$ cat config.mk
export PLATFORM = sky130hd
export DESIGN_NAME = usb_xfer_top
export DESIGN_NICKNAME = d
export VERILOG_FILES = /design/src/source/usb_xfer_pkg.sv /design/src/source/xfer_req_if.sv /design/src/source/usb_xfer_top.sv /design/src/source/in_data_mover.sv /design/src/source/xfer_sequencer.sv /design/src/source/token_decoder.sv
export SDC_FILE = /design/constraint.sdc
export NUM_CORES = 1
export LEC_CHECK = 0
export BUFFER_PORTS_ARGS = -buffer_cell sky130_fd_sc_hd__buf_2
export CAP_MARGIN = 15
export CORE_ASPECT_RATIO = 1.75
export CORE_MARGIN = 2
export CORE_UTILIZATION = 45
export DETAILED_ROUTE_END_ITERATION = 16
export MAX_ROUTING_LAYER = met4
export PLACE_DENSITY_LB_ADDON = 0.3
export SLEW_MARGIN = 10
export SYNTH_ARGS = -nofsm -noshare
export SYNTH_HDL_FRONTEND = slang
export SYNTH_SLANG_ARGS = --single-unit
$ cat constraint.sdc
create_clock -name clk -period 3.6 [get_ports clk]
set_clock_uncertainty 0.05 [all_clocks]
set_input_delay 0.54 -clock clk [delete_from_list [all_inputs] [get_ports clk]]
set_output_delay 0.54 -clock clk [all_outputs]
set_load 0.02 [all_outputs]
$ cat src/source/usb_xfer_pkg.sv
package usb_xfer_pkg;

  ////////////////////////////////////////////////////////////
  // Sizes
  ////////////////////////////////////////////////////////////

  localparam int NUM_ENDPOINTS = 16;

  // High-speed bulk packets carry at most 512 bytes
  localparam int BULK_MAX_PACKET = 512;
  localparam int PKT_COUNT_W = 10;

  typedef logic [7:0] byte_t;
  typedef logic [3:0] endpoint_t;
  typedef logic [PKT_COUNT_W-1:0] pkt_count_t;

  ////////////////////////////////////////////////////////////
  // Codes and states
  ////////////////////////////////////////////////////////////

  // Handshake PIDs as the packet layer encodes them
  typedef enum logic [1:0] {
    HSK_ACK   = 2'b00,
    HSK_NYET  = 2'b01,
    HSK_NAK   = 2'b10,
    HSK_STALL = 2'b11
  } hsk_t;

  typedef enum logic [1:0] {
    TOKEN_OUT   = 2'b00,
    TOKEN_IN    = 2'b10,
    TOKEN_SETUP = 2'b11
  } token_t;

  typedef enum logic [1:0] {
    XFER_BULK_IN,
    XFER_BULK_IN_NAK,
    XFER_BULK_OUT
  } xfer_kind_t;

  typedef enum logic [2:0] {
    SEQ_IDLE,
    SEQ_BULK_IN,
    SEQ_BULK_IN_ACK,
    SEQ_BULK_IN_NAK,
    SEQ_BULK_OUT,
    SEQ_BULK_OUT_HSK
  } seq_state_t;

endpackage
$ cat src/source/xfer_req_if.sv
`timescale 1ns/1ps

interface xfer_req_if;
  import usb_xfer_pkg::*;

  // One-cycle strobe, the other fields are valid with it
  logic valid;
  xfer_kind_t kind;
  endpoint_t endpoint;
  // OUT data will be acknowledged
  logic out_ack;

  modport decoder (
    output valid,
    output kind,
    output endpoint,
    output out_ack
  );

  modport sequencer (
    input valid,
    input kind,
    input endpoint,
    input out_ack
  );

endinterface

$ cat src/source/usb_xfer_top.sv
`timescale 1ns/1ps

module usb_xfer_top (
  input  logic                    clk,
  input  logic                    rst,
  // Token from the packet layer
  input  usb_xfer_pkg::token_t    trn_type,
  input  usb_xfer_pkg::endpoint_t trn_endpoint,
  input  logic                    trn_start,
  // Received data and handshakes
  input  usb_xfer_pkg::byte_t     rx_trn_data,
  input  logic                    rx_trn_valid,
  input  logic                    rx_trn_end,
  input  usb_xfer_pkg::hsk_t      rx_trn_hsk_type,
  input  logic                    rx_trn_hsk_received,
  // Transmit side of the packet layer
  output usb_xfer_pkg::hsk_t      tx_trn_hsk_type,
  output logic                    tx_trn_send_hsk,
  input  logic                    tx_trn_hsk_sended,
  output logic [1:0]              tx_trn_data_type,
  output logic                    tx_trn_data_start,
  output usb_xfer_pkg::byte_t     tx_trn_data,
  output logic                    tx_trn_data_valid,
  input  logic                    tx_trn_data_ready,
  output logic                    tx_trn_data_last,
  // Bulk endpoints
  output usb_xfer_pkg::endpoint_t blk_xfer_endpoint,
  output logic                    blk_in_xfer,
  output logic                    blk_out_xfer,
  input  logic                    blk_xfer_in_has_data,
  input  usb_xfer_pkg::byte_t     blk_xfer_in_data,
  input  logic                    blk_xfer_in_data_valid,
  output logic                    blk_xfer_in_data_ready,
  input  logic                    blk_xfer_in_data_last,
  input  logic                    blk_xfer_out_ready_read,
  output usb_xfer_pkg::byte_t     blk_xfer_out_data,
  output logic                    blk_xfer_out_data_valid
);

  logic idle;
  logic in_active;
  logic in_done;

  xfer_req_if req ();

  token_decoder i_token_decoder (
    .clk                     (clk),
    .rst                     (rst),
    .trn_type                (trn_type),
    .trn_endpoint            (trn_endpoint),
    .trn_start               (trn_start),
    .blk_xfer_in_has_data    (blk_xfer_in_has_data),
    .blk_xfer_out_ready_read (blk_xfer_out_ready_read),
    .idle                    (idle),
    .req                     (req.decoder)
  );

  xfer_sequencer i_xfer_sequencer (
    .clk                     (clk),
    .rst                     (rst),
    .req                     (req.sequencer),
    .idle                    (idle),
    .in_active               (in_active),
    .in_done                 (in_done),
    .rx_trn_data             (rx_trn_data),
    .rx_trn_valid            (rx_trn_valid),
    .rx_trn_end              (rx_trn_end),
    .rx_trn_hsk_type         (rx_trn_hsk_type),
    .rx_trn_hsk_received     (rx_trn_hsk_received),
    .tx_trn_hsk_sended       (tx_trn_hsk_sended),
    .tx_trn_hsk_type         (tx_trn_hsk_type),
    .tx_trn_send_hsk         (tx_trn_send_hsk),
    .tx_trn_data_type        (tx_trn_data_type),
    .tx_trn_data_start       (tx_trn_data_start),
    .blk_xfer_endpoint       (blk_xfer_endpoint),
    .blk_in_xfer             (blk_in_xfer),
    .blk_out_xfer            (blk_out_xfer),
    .blk_xfer_out_data       (blk_xfer_out_data),
    .blk_xfer_out_data_valid (blk_xfer_out_data_valid)
  );

  in_data_mover i_in_data_mover (
    .clk                    (clk),
    .rst                    (rst),
    .in_active              (in_active),
    .in_done                (in_done),
    .blk_xfer_in_data       (blk_xfer_in_data),
    .blk_xfer_in_data_valid (blk_xfer_in_data_valid),
    .blk_xfer_in_data_last  (blk_xfer_in_data_last),
    .blk_xfer_in_data_ready (blk_xfer_in_data_ready),
    .tx_trn_data_ready      (tx_trn_data_ready),
    .tx_trn_data            (tx_trn_data),
    .tx_trn_data_valid      (tx_trn_data_valid),
    .tx_trn_data_last       (tx_trn_data_last)
  );

endmodule

$ cat src/source/in_data_mover.sv
`timescale 1ns/1ps

module in_data_mover (
  input  logic                clk,
  input  logic                rst,
  input  logic                in_active,
  output logic                in_done,
  input  usb_xfer_pkg::byte_t blk_xfer_in_data,
  input  logic                blk_xfer_in_data_valid,
  input  logic                blk_xfer_in_data_last,
  output logic                blk_xfer_in_data_ready,
  input  logic                tx_trn_data_ready,
  output usb_xfer_pkg::byte_t tx_trn_data,
  output logic                tx_trn_data_valid,
  output logic                tx_trn_data_last
);
  import usb_xfer_pkg::*;

  // Bytes already accepted by the packet layer in this packet
  pkt_count_t byte_count;
  logic accept;
  logic count_full;
  logic end_byte;

  ////////////////////////////////////////////////////////////
  // Byte path
  ////////////////////////////////////////////////////////////

  assign tx_trn_data            = blk_xfer_in_data;
  assign tx_trn_data_valid      = in_active && blk_xfer_in_data_valid;
  assign blk_xfer_in_data_ready = in_active && tx_trn_data_ready;

  // A byte moves only when both sides agree in the same cycle
  assign accept = tx_trn_data_valid && tx_trn_data_ready;

  ////////////////////////////////////////////////////////////
  // Packet end
  ////////////////////////////////////////////////////////////

  // The byte at this count would be the last that fits the packet
  assign count_full = (byte_count == pkt_count_t'(BULK_MAX_PACKET - 1));

  assign end_byte = blk_xfer_in_data_last || count_full;

  assign tx_trn_data_last = tx_trn_data_valid && end_byte;

  // A source running dry ends the packet short, without data_last
  assign in_done = in_active && ((accept && end_byte) || !blk_xfer_in_data_valid);

  always_ff @(posedge clk) begin
    if (rst || !in_active) begin
      byte_count <= '0;
    end else if (accept) begin
      byte_count <= byte_count + 1'b1;
    end
  end

endmodule

$ cat src/source/xfer_sequencer.sv
`timescale 1ns/1ps

module xfer_sequencer (
  input  logic                    clk,
  input  logic                    rst,
  xfer_req_if.sequencer           req,
  output logic                    idle,
  output logic                    in_active,
  input  logic                    in_done,
  input  usb_xfer_pkg::byte_t     rx_trn_data,
  input  logic                    rx_trn_valid,
  input  logic                    rx_trn_end,
  input  usb_xfer_pkg::hsk_t      rx_trn_hsk_type,
  input  logic                    rx_trn_hsk_received,
  input  logic                    tx_trn_hsk_sended,
  output usb_xfer_pkg::hsk_t      tx_trn_hsk_type,
  output logic                    tx_trn_send_hsk,
  output logic [1:0]              tx_trn_data_type,
  output logic                    tx_trn_data_start,
  output usb_xfer_pkg::endpoint_t blk_xfer_endpoint,
  output logic                    blk_in_xfer,
  output logic                    blk_out_xfer,
  output usb_xfer_pkg::byte_t     blk_xfer_out_data,
  output logic                    blk_xfer_out_data_valid
);
  import usb_xfer_pkg::*;

  seq_state_t state;
  endpoint_t cur_endpoint;
  hsk_t hsk_code;
  // One DATA0/DATA1 bit per endpoint, set means DATA1
  logic [NUM_ENDPOINTS-1:0] toggles;

  ////////////////////////////////////////////////////////////
  // Transaction FSM
  ////////////////////////////////////////////////////////////

  always_ff @(posedge clk) begin
    if (rst) begin
      state <= SEQ_IDLE;
    end else begin
      case (state)
        SEQ_IDLE: begin
          if (req.valid) begin
            case (req.kind)
              XFER_BULK_IN:     state <= SEQ_BULK_IN;
              XFER_BULK_IN_NAK: state <= SEQ_BULK_IN_NAK;
              XFER_BULK_OUT:    state <= SEQ_BULK_OUT;
              default:          state <= SEQ_IDLE;
            endcase
          end
        end
        SEQ_BULK_IN: begin
          if (in_done) begin
            state <= SEQ_BULK_IN_ACK;
          end
        end
        SEQ_BULK_IN_ACK: begin
          // Any host handshake closes the IN, the toggle logic sorts ACK out
          if (rx_trn_hsk_received) begin
            state <= SEQ_IDLE;
          end
        end
        SEQ_BULK_IN_NAK: begin
          if (tx_trn_hsk_sended) begin
            state <= SEQ_IDLE;
          end
        end
        SEQ_BULK_OUT: begin
          if (rx_trn_end) begin
            state <= SEQ_BULK_OUT_HSK;
          end
        end
        SEQ_BULK_OUT_HSK: begin
          if (tx_trn_hsk_sended) begin
            state <= SEQ_IDLE;
          end
        end
        default: state <= SEQ_IDLE;
      endcase
    end
  end

  // Endpoint and our handshake answer are captured with the request
  always_ff @(posedge clk) begin
    if ((state == SEQ_IDLE) && req.valid) begin
      cur_endpoint <= req.endpoint;
      if (req.kind == XFER_BULK_OUT) begin
        hsk_code <= req.out_ack ? HSK_ACK : HSK_NAK;
      end else begin
        hsk_code <= HSK_NAK;
      end
    end
  end

  ////////////////////////////////////////////////////////////
  // Data toggles
  ////////////////////////////////////////////////////////////

  always_ff @(posedge clk) begin
    if (rst) begin
      toggles <= '0;
    end else if ((state == SEQ_BULK_IN_ACK) && rx_trn_hsk_received &&
                 (rx_trn_hsk_type == HSK_ACK)) begin
      toggles[cur_endpoint] <= ~toggles[cur_endpoint];
    end
  end

  ////////////////////////////////////////////////////////////
  // Outputs
  ////////////////////////////////////////////////////////////

  assign idle      = (state == SEQ_IDLE);
  assign in_active = (state == SEQ_BULK_IN);

  assign tx_trn_data_start = in_active;
  assign blk_in_xfer       = in_active;
  assign blk_out_xfer      = (state == SEQ_BULK_OUT);

  assign tx_trn_send_hsk = (state == SEQ_BULK_IN_NAK) || (state == SEQ_BULK_OUT_HSK);
  assign tx_trn_hsk_type = hsk_code;

  // DATA0 is PID code 00 and DATA1 is 10
  assign tx_trn_data_type  = {toggles[cur_endpoint], 1'b0};
  assign blk_xfer_endpoint = cur_endpoint;

  // OUT bytes reach the endpoint even when we will answer NAK
  assign blk_xfer_out_data       = rx_trn_data;
  assign blk_xfer_out_data_valid = blk_out_xfer && rx_trn_valid;

endmodule

$ cat src/source/token_decoder.sv
`timescale 1ns/1ps

module token_decoder (
  input  logic                    clk,
  input  logic                    rst,
  input  usb_xfer_pkg::token_t    trn_type,
  input  usb_xfer_pkg::endpoint_t trn_endpoint,
  input  logic                    trn_start,
  input  logic                    blk_xfer_in_has_data,
  input  logic                    blk_xfer_out_ready_read,
  input  logic                    idle,
  xfer_req_if.decoder             req
);
  import usb_xfer_pkg::*;

  logic bulk_token;
  logic take;

  // Only IN and OUT tokens start a bulk transaction, SETUP is ignored
  assign bulk_token = (trn_type == TOKEN_IN) || (trn_type == TOKEN_OUT);

  // A request still on the interface has not been taken by the sequencer yet
  assign take = trn_start && bulk_token && idle && !req.valid;

  always_ff @(posedge clk) begin
    if (rst) begin
      req.valid <= 1'b0;
    end else begin
      req.valid <= take;
    end
  end

  ////////////////////////////////////////////////////////////
  // Request fields
  ////////////////////////////////////////////////////////////

  always_ff @(posedge clk) begin
    if (take) begin
      req.endpoint <= trn_endpoint;
      req.out_ack  <= 1'b0;
      if (trn_type == TOKEN_IN) begin
        // Without a complete packet the IN token gets a NAK
        if (blk_xfer_in_has_data) begin
          req.kind <= XFER_BULK_IN;
        end else begin
          req.kind <= XFER_BULK_IN_NAK;
        end
      end else begin
        req.kind <= XFER_BULK_OUT;
        // The endpoint must take a full packet now, or the host retries
        req.out_ack <= blk_xfer_out_ready_read;
      end
    end
  end

endmodule

; After elaboration in Yosys (flattened, before gate mapping)
; Cells that the tools add are included.
[word_totals]
register_bits = 43
output_inout_bits = 32
[op_classes]
n_addsub = 1
n_lt_le_gt_ge = 2
n_eq_ne = 14
muxes = 14
n_bitwise = 1
n_reduce_logical = 28
[ops]
columns = cell, count
row1 = $bwmux 16, 1
row2 = $mux 3, 5
row3 = $pmux 3 s5, 1
row4 = $logic_and 1x1->1, 14
row5 = $add 10x1->10 const B, 1
row6 = $eq 10x9->1 const B, 1
row7 = $pmux 3 s3, 1
row8 = $eq 3x2->1 const B, 2
row9 = $eq 3x3->1 const B, 2
row10 = $logic_not 2->1, 3
row11 = $ne 2x2->1 const B, 3
row12 = $logic_or 1x1->1, 5
row13 = $lt 4x5->1 const B, 1
row14 = $reduce_and 5->1, 1
row15 = $bmux 1 s4, 1
row16 = $demux 1 s4, 1
row17 = $eq 2x2->1 const B, 2
row18 = $ge 4x1->1 const B, 1
row19 = $ne 2x1->1 const B, 2
row20 = $eq 3x1->1 const B, 1
row21 = $logic_not 1->1, 3
row22 = $logic_not 3->1, 1
row23 = $mux 1, 3
row24 = $eq 2x1->1 const B, 1
row25 = other kinds (3), 3

; Logic depth before layout (Yosys ltp)
[logic_depth]
word_depth = 8
depth_mapped = 7
ltp_nobuf = 6

; Modules after synthesis
; From an unflattened synthesis, not the netlist that was laid out.
[hier_totals]
cells_unflattened = 225
area_unflattened_um2 = 2230.9
[by_module_without_submodules]
columns = module, instances, cells_each, area_each_um2
row1 = xfer_sequencer, 1, 141, 1373.8
row2 = in_data_mover, 1, 71, 589.3
row3 = token_decoder, 1, 13, 267.8

; Worst setup path after synthesis
; Ideal clock, no wire load.
[synth_timing]
path_type = register to output
from = register i_xfer_sequencer.cur_endpoint[0] (netlist: i_xfer_sequencer.blk_xfer_endpoint[0])
to = output port tx_trn_data_type[1]
arrival_time_ns = 1.754
required_time_ns = 3.010
setup_slack_ns = 1.256
stages_incl_launch_ff = 4
n_path_buf = 1
path_cell_list = edfxtp_1 buf_2 mux4_2 mux4_2
[synth_via]
elab_chain_len = 2
[synth_rtl]
columns = element, line_no
row1 = start: declaration, xfer_sequencer.sv:29  ; endpoint_t cur_endpoint;
row2 = start signal: assignment, xfer_sequencer.sv:87  ; cur_endpoint <= req.endpoint;
row3 = $bmux 1 s4, xfer_sequencer.sv:124  ; assign tx_trn_data_type = {toggles[cur_endpoint], 1'b0};
row4 = $mux 1 (implied by the code), xfer_sequencer.sv:124
row5 = end: declaration, usb_xfer_top.sv:20  ; output logic [1:0] tx_trn_data_type,
; Every way passes these cells. The select of a mux whose other input is x is not followed.

; Worst setup path in the final report
; Ends and elaborated chain as after synthesis.

==> results.json <==
{
  "finalNetCount": 277,
  "synth_flop_type": "sky130_fd_sc_hd__dfxtp_1",
  "cts-buffers-inserted": 5,
  "layout.cells.most_common_list": "sky130_fd_sc_hd__buf_2 (33), sky130_fd_sc_hd__dfxtp_1 (30), sky130_fd_sc_hd__nor2_1 (20)",
  "number_of_global_route_vias_before_repair": 1593,
  "cts-root-to-sink-buffers": 2,
  "synth.lib_cells_used.distinct": 39,
  "post-route-cell-area_sq_um": 2360,
  "arrival_worst_endpoint_ns": 2.13,
  "crit_path_capture_type": "output pin",
  "postSynthCellCount": 228,
  "vdd_drop_max_mv": 0.297,
  "synth_edf_count": 12,
  "post_synthesis_adder_cell_area_fraction_pct": 0.570,
  "main_combinational_cell_family_by_area_after_synthesis": "simple AND/OR/NAND/NOR gates",
  "placement.io_buffers": 33,
  "initial_antenna_violation_count": 0,
  "route.final.wire_length_um": 4350,
  "synth_sequential_area_ratio_pct": 43.8,
  "reg2reg_depth": 6,
  "place.gp.congestion": 0.815,
  "tns_ns": 0,
  "grt_pass1_wl_um": 7150,
  "rsz0062_at_grt": "false",
  "min_period_over_period_pct": 75.5,
  "num_antenna_cells": 0,
  "die_footprint_sq_um": 5470,
  "dp_slack_ns": 1.20,
  "cell_area_reported_after_detailed_placement_sq_um": 2240,
  "grt-ovfl-total": 0,
  "r2r_slack_ns": 1.68,
  "netlist_area_sq_um": 2190,
  "ys_ff_latch": 42,
  "worst_hold_slack_ns": 0.358,
  "worstSkewPairLatency_ns": 0.30,
  "setup_viol": 0,
  "synthXorXnorAreaFrac_pct": 3.59,
  "finalCriticalPeriod_ns": 2.72,
  "die_width_um": 56.8,
  "timing.critical_path.required_ns": 3.01,
  "tightest_slew_ns": 0.525,
  "drt_iter0_markers": 36,
  "post_cts.repair.setup_buffers": 0,
  "power.density_nw_per_um2": 531,
  "post_drt_via_cell_ratio": 5.47,
  "ys_warn_count": 0,
  "synthesis.area_per_instance_sq_um": 9.63,
  "final_number_of_hold_violating_endpoints": 0,
  "layout_setup_ws_ns": 0.880,
  "floorplan.core_area_sq_um": 4710,
  "detailed_place_hpwl_um": 3220,
  "setup.worst_path.class": "reg -> out",
  "drv_slew": 0,
  "gr-usage-all-layers_pct": 17.5,
  "min_delay_path_class": "in -> reg",
  "synth-compound-area-share_pct": 8.78,
  "floorplan.initialDensity_pct": 46.6,
  "timing.fmax_mhz": 368,
  "worst_hold_path.endpoint": "i_token_decoder.req.endpoint[2]",
  "layout-drive-gt1-share_pct": 22.8,
  "p_leak_uw": 0.000878,
  "route.detailed.drc": 0,
  "tritoncts_clock_tree": "yes",
  "timing.max_slew.rel_slack_pct": 64.5,
  "via_count": 1604,
  "cts_root_buf": "sky130_fd_sc_hd__clkbuf_8",
  "startpoint_type": "flop",
  "crit_path_max_fanout": 11,
  "num_rows": 33,
  "cts.hold.buffers_added": 0,
  "postCtsResizedCells": 0,
  "layout.cells.most_common": "sky130_fd_sc_hd__buf_2",
  "tritoncts_num_sinks": 42,
  "totalPowerFinal_uw": 1250,
  "cts_htree_levels": 2,
  "worstReg2RegEnd": "i_xfer_sequencer.state[1]",
  "io_pins": 68,
  "remaining_number_of_nets_flagged_by_the_antenna_check_after_routing": 0,
  "hold-path-cell-count": 1,
  "average_routed_wire_per_standard_cell_um": 14.8,
  "synth-simple-area-share_pct": 25.9,
  "nFillCells": 454,
  "grt_start_max_net_pins": 27,
  "synth.mux.area_fraction_pct": 7.92,
  "path_clk_slew_ns": 0.09,
  "hp_start": "trn_endpoint[2]",
  "startpoint_of_the_worst_slack_reg_to_reg_timing_path": "i_in_data_mover.byte_count[0]",
  "run_status": "complete, no violations",
  "asyncSetResetFlopFracSynth_pct": 0,
  "max_cap_viol_count": 0,
  "dieHeight_um": 96.4,
  "dr.pass1.iters": 4,
  "synthToLayoutAreaGrowth_pct": 7.41
}
## flip-flops by register name, indices dropped and copies added (netlist names)
signal	count
i_xfer_sequencer.toggles	16
i_in_data_mover.byte_count	10
i_token_decoder.req.endpoint	4
i_xfer_sequencer.blk_xfer_endpoint	4
i_xfer_sequencer.state	3
i_token_decoder.req.kind	2
i_token_decoder.req.out_ack	1
i_token_decoder.req.valid	1
i_xfer_sequencer.tx_trn_hsk_type	1
## cell families after synthesis
| group | count (synthesis) |
|---|---|
| buffers and inverters | 34 |
| AND/OR/NAND/NOR | 100 |
| XOR/XNOR | 9 |
| multiplexers | 11 |
| AO/OA/AOI/OAI | 30 |
| adder cells (fa/ha/maj) | 1 |
| other | 1 |
| flip-flops | 42 |
## worst max-delay path, stage by stage (launching register included)
cell and delay (ns):
sky130_fd_sc_hd__edfxtp_1 0.61, sky130_fd_sc_hd__mux4_2 0.57, sky130_fd_sc_hd__mux4_2 0.47, sky130_fd_sc_hd__buf_2 0.17
## report_power, final
part	leakage, uW	internal (uW)	switching (uW)
Clock	0.0000504	206	175
Sequential	0.000352	530	57.0
Combinational	0.000476	110	174
## metal layers
layer	vias up	global-route usage (%)	share of wire, %
met5	-	-	0
met2	26	31.2	52
li1	800	-	-
met4	0	9.11	2.1
met1	769	18.2	42
met3	9	3.20	3.8
## cells in the mapped netlist (5+ instances only)
library cell,n,area (sq um)
sky130_fd_sc_hd__nor3_1,6,30.0
sky130_fd_sc_hd__nand3b_1,5,37.5
sky130_fd_sc_hd__o31ai_1,11,82.6
sky130_fd_sc_hd__and3_1,6,37.5
sky130_fd_sc_hd__buf_4,19,143
sky130_fd_sc_hd__clkbuf_1,6,22.5
sky130_fd_sc_hd__dfxtp_1,30,601
sky130_fd_sc_hd__mux4_2,5,113
sky130_fd_sc_hd__mux2i_1,5,50.1
sky130_fd_sc_hd__nand2b_1,12,75.1
sky130_fd_sc_hd__xor2_1,5,43.8
sky130_fd_sc_hd__nor2b_1,12,75.1
sky130_fd_sc_hd__nand3_1,10,50.1
sky130_fd_sc_hd__edfxtp_1,12,360
sky130_fd_sc_hd__nand2_1,11,41.3
sky130_fd_sc_hd__nor2_1,20,75.1
sky130_fd_sc_hd__o21ai_0,12,60.1
## stage by stage
step / util, % / instances
after detailed placement: 47.7 / 285
after global placement: 47.7 / 285
after floorplan: - / 229
after global routing: 50.1 / 293
final: 50.1 / 293
after CTS: 50.1 / 293
## area by class of cell
type                    instances  area, sq um  share of cell area (%)
multi-input cells             153         1030                    43.8
well taps                      52         65.1                    2.76
flip-flops and latches         42          961                    40.8
inverters                       5         18.8                   0.796
clock inverters                 3         45.0                    1.91
clock buffers                   5         68.8                    2.92
repair buffers                 33          165                    7.01
## worst max-delay path by stage
stage                                to  slack (ns)  depth (start not counted)                                  start
global placement    tx_trn_data_type[1]        1.25                          3  i_xfer_sequencer.blk_xfer_endpoint[0]
CTS                 tx_trn_data_type[1]        0.87                          3  i_xfer_sequencer.blk_xfer_endpoint[0]
global route        tx_trn_data_type[1]        0.79                          3  i_xfer_sequencer.blk_xfer_endpoint[0]
finish              tx_trn_data_type[1]        0.88                          3  i_xfer_sequencer.blk_xfer_endpoint[0]
detailed placement  tx_trn_data_type[1]        1.20                          3  i_xfer_sequencer.blk_xfer_endpoint[0]
floorplan           tx_trn_data_type[1]        1.26                          3  i_xfer_sequencer.blk_xfer_endpoint[0]
Note: power is estimated with default switching activity, not from simulation.
